$ cat config.mk
export PLATFORM = sky130hd
export DESIGN_NAME = io_bridge_top
export DESIGN_NICKNAME = d
export VERILOG_FILES = /design/src/source/io_bridge_pkg.sv /design/src/source/io_bridge_top.sv /design/src/source/uart_tx.sv /design/src/source/cmd_exec.sv /design/src/source/req_ack_sink.sv
export VERILOG_INCLUDE_DIRS = /design/src /design/src/source
export SDC_FILE = /design/constraint.sdc
export NUM_CORES = 1
export LEC_CHECK = 0
export ABC_AREA = 1
export BUFFER_PORTS_ARGS = -buffer_cell sky130_fd_sc_hd__clkbuf_2
export CORE_MARGIN = 2
export CORE_UTILIZATION = 45
export DETAILED_ROUTE_END_ITERATION = 12
export PLACE_DENSITY = 0.63
export SYNTH_ARGS = -nofsm -noshare
export SYNTH_HDL_FRONTEND = slang
export SYNTH_SLANG_ARGS = --single-unit
$ cat constraint.sdc
create_clock -name clk -period 1.4 [get_ports clk]
set_clock_uncertainty 0.15 [all_clocks]
set_input_delay 0.28 -clock clk [delete_from_list [all_inputs] [get_ports clk]]
set_output_delay 0.28 -clock clk [all_outputs]
set_load 0.02 [all_outputs]
$ cat src/source/io_bridge_defs.svh
// ========================================
// io bridge build constants
// IOB_BAUD_DIV must be at least 2
// IOB_LED_W matches the 8-bit command data
// IOB_SW_W is 4, one hex digit on the UART
// ========================================
`ifndef IO_BRIDGE_DEFS_SVH
`define IO_BRIDGE_DEFS_SVH

// clock cycles per uart bit, kept short for simulation
`define IOB_BAUD_DIV 16

// led bank width
`define IOB_LED_W 8

// dip switch width
`define IOB_SW_W 4

`endif
$ cat src/source/io_bridge_pkg.sv
// ========================================
// shared types of the io bridge
// cmd_t is 10 bits, op in the upper two
// ========================================
`default_nettype none

`include "io_bridge_defs.svh"

package io_bridge_pkg;

  // host opcodes
  typedef enum logic [1:0] {
    OP_NOP     = 2'd0,
    OP_LED     = 2'd1,
    OP_ECHO    = 2'd2,
    OP_READ_SW = 2'd3
  } op_e;

  // one host command, as carried over req/ack
  typedef struct packed {
    op_e        op;
    logic [7:0] data;
  } cmd_t;

  // led bank and switch values
  typedef logic [`IOB_LED_W-1:0] led_t;
  typedef logic [`IOB_SW_W-1:0]  sw_t;

  // uart payload
  typedef logic [7:0] uart_byte_t;

endpackage

`default_nettype wire

$ cat src/source/io_bridge_top.sv
// ========================================
// io bridge top
// sink -> executor -> uart, one cmd each
// back-pressure reaches the host as late ack
// ========================================
`timescale 1ns/10ps
`default_nettype none

module io_bridge_top (
  input  wire                  clk,
  input  wire                  i_rst_n,
  input  wire                  i_req,
  input  io_bridge_pkg::cmd_t  i_cmd,
  output logic                 o_ack,
  input  io_bridge_pkg::sw_t   i_sw,
  output io_bridge_pkg::led_t  o_led,
  output logic                 o_uart_tx
);

  import io_bridge_pkg::*;

  // sink to executor
  logic       cmd_valid;
  logic       cmd_ready;
  cmd_t       cmd;
  // executor to uart
  logic       tx_valid;
  logic       tx_ready;
  uart_byte_t tx_byte;

  req_ack_sink sink_i (
    .clk         (clk),
    .i_rst_n     (i_rst_n),
    .i_req       (i_req),
    .i_cmd       (i_cmd),
    .o_ack       (o_ack),
    .o_cmd_valid (cmd_valid),
    .o_cmd       (cmd),
    .i_cmd_ready (cmd_ready)
  );

  cmd_exec exec_i (
    .clk         (clk),
    .i_rst_n     (i_rst_n),
    .i_cmd_valid (cmd_valid),
    .i_cmd       (cmd),
    .o_cmd_ready (cmd_ready),
    .i_sw        (i_sw),
    .o_led       (o_led),
    .o_tx_valid  (tx_valid),
    .o_tx_byte   (tx_byte),
    .i_tx_ready  (tx_ready)
  );

  uart_tx uart_i (
    .clk        (clk),
    .i_rst_n    (i_rst_n),
    .i_tx_valid (tx_valid),
    .i_tx_byte  (tx_byte),
    .o_tx_ready (tx_ready),
    .o_uart_tx  (o_uart_tx)
  );

endmodule

`default_nettype wire

$ cat src/source/uart_tx.sv
// ========================================
// 8N1 uart transmitter, LSB first
// bit time is IOB_BAUD_DIV clocks
// start bit begins the cycle after accept
// line idles high, also in reset
// ========================================
`timescale 1ns/10ps
`default_nettype none

`include "io_bridge_defs.svh"

module uart_tx (
  input  wire                       clk,
  input  wire                       i_rst_n,
  input  wire                       i_tx_valid,
  input  io_bridge_pkg::uart_byte_t i_tx_byte,
  output logic                      o_tx_ready,
  output logic                      o_uart_tx
);

  localparam int BAUD_W = $clog2(`IOB_BAUD_DIV);
  localparam logic [BAUD_W-1:0] BAUD_LAST = BAUD_W'(`IOB_BAUD_DIV - 1);

  logic              busy_q;
  logic              line_q;
  logic [BAUD_W-1:0] baud_cnt_q;
  // 0 start, 1..8 data, 9 stop
  logic [3:0]        bit_cnt_q;
  // remaining data bits with stop bit on top
  logic [8:0]        shift_q;
  logic              start;
  logic              baud_tick;

  assign start     = i_tx_valid && !busy_q;
  assign baud_tick = busy_q && (baud_cnt_q == BAUD_LAST);

  // ========================================
  // frame sequencing
  // ========================================
  always_ff @(posedge clk or negedge i_rst_n) begin
    if (!i_rst_n) begin
      busy_q     <= 1'b0;
      line_q     <= 1'b1;
      baud_cnt_q <= '0;
      bit_cnt_q  <= '0;
    end else if (start) begin
      // start bit
      busy_q     <= 1'b1;
      line_q     <= 1'b0;
      baud_cnt_q <= '0;
      bit_cnt_q  <= '0;
    end else if (baud_tick) begin
      baud_cnt_q <= '0;
      if (bit_cnt_q == 4'd9) begin
        // stop bit done, back to idle
        busy_q <= 1'b0;
        line_q <= 1'b1;
      end else begin
        line_q    <= shift_q[0];
        bit_cnt_q <= bit_cnt_q + 4'd1;
      end
    end else if (busy_q) begin
      baud_cnt_q <= baud_cnt_q + 1'b1;
    end
  end

  // shifter, ones fill in behind the stop bit
  always_ff @(posedge clk) begin
    if (start) begin
      shift_q <= {1'b1, i_tx_byte};
    end else if (baud_tick) begin
      shift_q <= {1'b1, shift_q[8:1]};
    end
  end

  assign o_tx_ready = !busy_q;
  assign o_uart_tx  = line_q;

endmodule

`default_nettype wire

$ cat src/source/cmd_exec.sv
// ========================================
// command executor
// switches pass a 2-flop synchronizer
// read-sw gives one ASCII hex digit 0-9 A-F
// stalls while the byte register is full
// ========================================
`timescale 1ns/10ps
`default_nettype none

module cmd_exec (
  input  wire                       clk,
  input  wire                       i_rst_n,
  input  wire                       i_cmd_valid,
  input  io_bridge_pkg::cmd_t       i_cmd,
  output logic                      o_cmd_ready,
  input  io_bridge_pkg::sw_t        i_sw,
  output io_bridge_pkg::led_t       o_led,
  output logic                      o_tx_valid,
  output io_bridge_pkg::uart_byte_t o_tx_byte,
  input  wire                       i_tx_ready
);

  import io_bridge_pkg::*;

  sw_t        sw_meta_q;
  sw_t        sw_sync_q;
  led_t       led_q;
  logic       tx_valid_q;
  uart_byte_t tx_byte_q;
  logic       accept;

  // nibble to ASCII hex, upper case letters
  function automatic uart_byte_t hex_char(input sw_t nib);
    uart_byte_t wide;
    wide = uart_byte_t'(nib);
    if (wide < 8'd10) begin
      return 8'h30 + wide;
    end
    return 8'h37 + wide;
  endfunction

  // one byte in flight at most
  assign o_cmd_ready = !tx_valid_q;
  assign accept      = i_cmd_valid && o_cmd_ready;

  // ========================================
  // control state and led bank
  // ========================================
  always_ff @(posedge clk or negedge i_rst_n) begin
    if (!i_rst_n) begin
      sw_meta_q  <= '0;
      sw_sync_q  <= '0;
      led_q      <= '0;
      tx_valid_q <= 1'b0;
    end else begin
      // switch synchronizer
      sw_meta_q <= i_sw;
      sw_sync_q <= sw_meta_q;
      if (accept) begin
        unique case (i_cmd.op)
          OP_LED:     led_q      <= led_t'(i_cmd.data);
          OP_ECHO:    tx_valid_q <= 1'b1;
          OP_READ_SW: tx_valid_q <= 1'b1;
          // nop just drains the slot
          default:    tx_valid_q <= 1'b0;
        endcase
      end else if (i_tx_ready) begin
        // uart took the byte
        tx_valid_q <= 1'b0;
      end
    end
  end

  // output byte, no reset
  always_ff @(posedge clk) begin
    if (accept && i_cmd.op == OP_ECHO) begin
      tx_byte_q <= i_cmd.data;
    end else if (accept && i_cmd.op == OP_READ_SW) begin
      tx_byte_q <= hex_char(sw_sync_q);
    end
  end

  assign o_led      = led_q;
  assign o_tx_valid = tx_valid_q;
  assign o_tx_byte  = tx_byte_q;

endmodule

`default_nettype wire

$ cat src/source/req_ack_sink.sv
// ========================================
// four-phase req/ack receiver, one slot
// i_cmd must be stable while i_req is high
// new request taken only with slot empty
// ========================================
`timescale 1ns/10ps
`default_nettype none

module req_ack_sink (
  input  wire                  clk,
  input  wire                  i_rst_n,
  input  wire                  i_req,
  input  io_bridge_pkg::cmd_t  i_cmd,
  output logic                 o_ack,
  output logic                 o_cmd_valid,
  output io_bridge_pkg::cmd_t  o_cmd,
  input  wire                  i_cmd_ready
);

  import io_bridge_pkg::*;

  logic ack_q;
  logic valid_q;
  cmd_t cmd_q;
  logic capture;

  // new request: req up, ack down, slot free
  assign capture = i_req && !ack_q && !valid_q;

  // ========================================
  // handshake and slot state
  // ========================================
  always_ff @(posedge clk or negedge i_rst_n) begin
    if (!i_rst_n) begin
      ack_q   <= 1'b0;
      valid_q <= 1'b0;
    end else begin
      // ack follows req low, rises only on capture
      if (capture) begin
        ack_q <= 1'b1;
      end else if (!i_req) begin
        ack_q <= 1'b0;
      end
      // slot fills on capture, drains on downstream transfer
      if (capture) begin
        valid_q <= 1'b1;
      end else if (i_cmd_ready) begin
        valid_q <= 1'b0;
      end
    end
  end

  // command payload, no reset
  always_ff @(posedge clk) begin
    if (capture) begin
      cmd_q <= i_cmd;
    end
  end

  assign o_ack       = ack_q;
  assign o_cmd_valid = valid_q;
  assign o_cmd       = cmd_q;

endmodule

`default_nettype wire

==> flow_summary_export.csv <==
group,metric,value,unit
placement,pre_cts_slack,-12.4,ps
global_routing,antenna_found_initial,0,
sta,post-route-period-util,1.01,
clocking,clock-sinks,55,
routing,routed_wl,3.96,mm
clocking,clkTransAtPathRegs,90,ps
sta,final_max_slew_viol_count,0,
placement,portBuffers,26,
routing,vias,1572,
setup_path,cp.arrival,1300,ps
clocking,htreeDepth,2,
setup_path,crit_chain,"ha_2 -> nand4_1 -> nand2_2 -> clkbuf_16",
setup_path,cp_slowest_cell,"dfrtp_1",
global_routing,met1_usage,0.194,
cells_and_area,fin_util,0.620,
floorplan,coreArea,4820,µm²
cells_and_area,drive_above_1_share,0.327,
sta,fin_crit,1410,ps
global_routing,grt_pass1_wl,6.61,mm
outcome,violations,"negative setup slack",
setup_path,path_class,"register to register",
setup_path,cp_num_cells,4,
setup_path,cpPeakStageDelay,370,ps
global_routing,top_usage_layer,"met2",
yosys,syn_area_per_cell,10.8,µm²
floorplan,initial_core_util,0.473,
setup_path,worstSetupStartpointType,"register",
power,p_per_area,1610,nW/µm²
floorplan,die-width,75.2,µm
flow_run,maxCapViolCount,0,
floorplan,fp.dieArea,5650,µm²
setup_path,cp_num_buf_inv,1,
routing,drc,0,
sta,rsz0062_at_grt,"true",
cells_and_area,fin_cells,342,
worst_hold_path,hold_depth,2,
floorplan,pin_count,27,
sta,slew-limit-headroom,0.739,
yosys,yosys.area.top_type,"edfxtp_1",
cells_and_area,n_antenna_cell,0,
sta,worst_slack,-14.3,ps
setup_path,cp_top_family,"flip-flops",
yosys,synth_area_leaders,"edfxtp_1 34%, dfrtp_1 31%, nand2_1 11%",
setup_path,crit_fanout,4,
yosys,ys_seq_elements,55,
power,total_power,4.81,mW
placement,post-dp-hpwl,2.62,mm
clocking,cts_made_buffers,5,
clocking,clockBufferDepth,2,
setup_path,endpoint_kind,"register",
yosys,ys_warn_count,0,
global_routing,grtUsageMet3,0.0455,
outcome,status,"complete, but fails checks",
routing,final_antenna_net_count,0,
yosys,synth.distinct_cells,26,
placement,routabilityCongestion,0.757,
floorplan,rows,25,
global_routing,grt_overflow_total,0,
yosys,ys_seq_area_frac,0.661,
placement,postPlaceCellArea,2610,µm²
global_routing,first_global_vias,1479,
cells_and_area,final_area,2990,µm²
clocking,clock_latency,300,ps
power,power_leakage,1.36,nW
routing,via_per_inst,4.60,
clocking,ctsRootBufferMaster,"clkbuf_8",
global_routing,use_met2,0.276,
cells_and_area,fillers,421,
placement,placedCellCount,316,
yosys,syn-cell-area,2280,µm²
setup_path,critPathRequiredTime,1280,ps
sta,setup_viol,5,
floorplan,die-height,75.2,µm
sta,fmax,0.707,GHz
global_routing,grt_max_degree,30,
sta,tightest_slew,392,ps
cells_and_area,syn_to_final_growth,31.0,%
clocking,cts_tree,"done",
routing,drt_iter0_markers,78,
sta,final-hold-violation-count,0,
setup_path,reg2reg_depth,4,
cells_and_area,final_nets,295,
worst_hold_path,hold_path_class,"input port to register",
yosys,synthCells,211,
power,vdd_drop_max,847,µV
routing,dr.pass1.iters,4,
yosys,yosysTopAreaCellShare,0.342,
global_routing,grt_usage,0.160,
routing,avgRoutedWirePerCell,11.6,µm
yosys,synth.net_count,232,
==> synthesized netlist by cell type <==
library cell	count
a21boi_0	1
a21oi_1	4
a22o_1	1
buf_4	1
buf_6	1
dfrtp_1	28
dfstp_2	1
edfxtp_1	26
ha_1	4
inv_1	25
inv_2	1
nand2_1	65
nand2_2	1
nand3_1	10
nand3_2	1
nand3_4	1
nand3b_1	1
nand4_1	3
nor2_1	12
nor2_2	1
nor2_4	2
o21ai_0	9
o21ai_2	8
o21bai_1	1
o22ai_1	1
or2_2	2
==> per-layer routing <==
metal,vias to the layer above,part of all wire
met5,-,0
met4,0,0.015
met3,6,0.029
met2,24,0.51
met1,732,0.44
li1,810,-
==> power breakdown <==
group | leakage, nW | internal (mW) | switching, mW
clock network | 0.0412 | 0.351 | 0.489
logic | 0.743 | 0.713 | 0.852
registers | 0.578 | 2.13 | 0.275
==> flip-flops by register name, indices dropped and copies added, names as in the netlist, 4 cells and up <==
| register | flops |
|---|---|
| uart_i.shift_q | 8 |
| sink_i.o_cmd | 10 |
| exec_i.sw_sync_q | 4 |
| uart_i.bit_cnt_q | 4 |
| uart_i.baud_cnt_q | 4 |
| exec_i.sw_meta_q | 4 |
| exec_i.o_tx_byte | 8 |
| exec_i.o_led | 8 |
==> final cells by class <==
| class | instances | area [µm²] | area share |
|---|---|---|---|
| Multi-Input combinational cell | 128 | 746 | 0.250 |
| Inverter | 26 | 97.6 | 0.0327 |
| Clock inverter | 2 | 12.5 | 0.00419 |
| Timing Repair Buffer | 58 | 464 | 0.155 |
| Tap cell | 67 | 83.8 | 0.0281 |
| Sequential cell | 55 | 1510 | 0.505 |
| Clock buffer | 6 | 72.6 | 0.0243 |
==> final timing paths <==
check,startpoint,to,slack (ps)
setup / recovery,uart_i.baud_cnt_q[1],uart_i.shift_q[2],-10
hold / removal,i_req,sink_i.o_ack,60
setup reg to reg,uart_i.baud_cnt_q[1],uart_i.shift_q[2],-10
hold reg to reg,exec_i.sw_meta_q[3],exec_i.sw_sync_q[3],210
max in group asynchronous,i_rst_n,uart_i.o_uart_tx,410
min in group asynchronous,i_rst_n,uart_i.baud_cnt_q[1],370
==> placed cells by master, fill, tap and decap left out, types with 2 or more instances in the layout <==
cell type      Yosys  final
nand3_1           10      8
edfxtp_1          26     26
o21ai_2            8      8
dlygate4sd3_1      0     15
nand2_4            0      2
buf_12             0      2
ha_4               0      2
o21ai_0            9      8
clkbuf_8           0      5
nor2_1            12     10
nand3_4            1      2
nand2_1           65     57
inv_1             25     19
dfrtp_1           28     27
nor2_4             2      4
clkbuf_2           0     25
inv_2              1      7
buf_4              1     13
nand4_1            3      3
nand3_2            1      2
nand2_2            1      7
a21oi_1            4      4
or2_2              2      2
==> through the flow <==
stage / setup TNS (ps) / hold slack, ps
6_report: -60.7 / 64.3
5_1_grt: -888 / 71.0
4_1_cts: -38.4 / 0.000222
3_5_place_dp: -12.4 / 164
3_3_place_gp: 0 / 163
2_1_floorplan: 0 / -166
==> logic make-up after synthesis <==
family | synth area share
AO/OA/AOI/OAI | 0.0725
adder cells (fa/ha/maj) | 0.0220
buffers and inverters | 0.0510
flip-flops | 0.661
AND/OR/NAND/NOR | 0.193
==> repair_timing <==
action,4_1_cts,5_1_grt
gates resized for setup,3,30
hold endpoints to repair,40,2
buffers inserted,0,2
hold buffers,13,2
pin swaps,1,6
endpoints found under the setup margin,4,38
gates cloned,0,1
No activity file was read; power rests on OpenSTA's default activity.
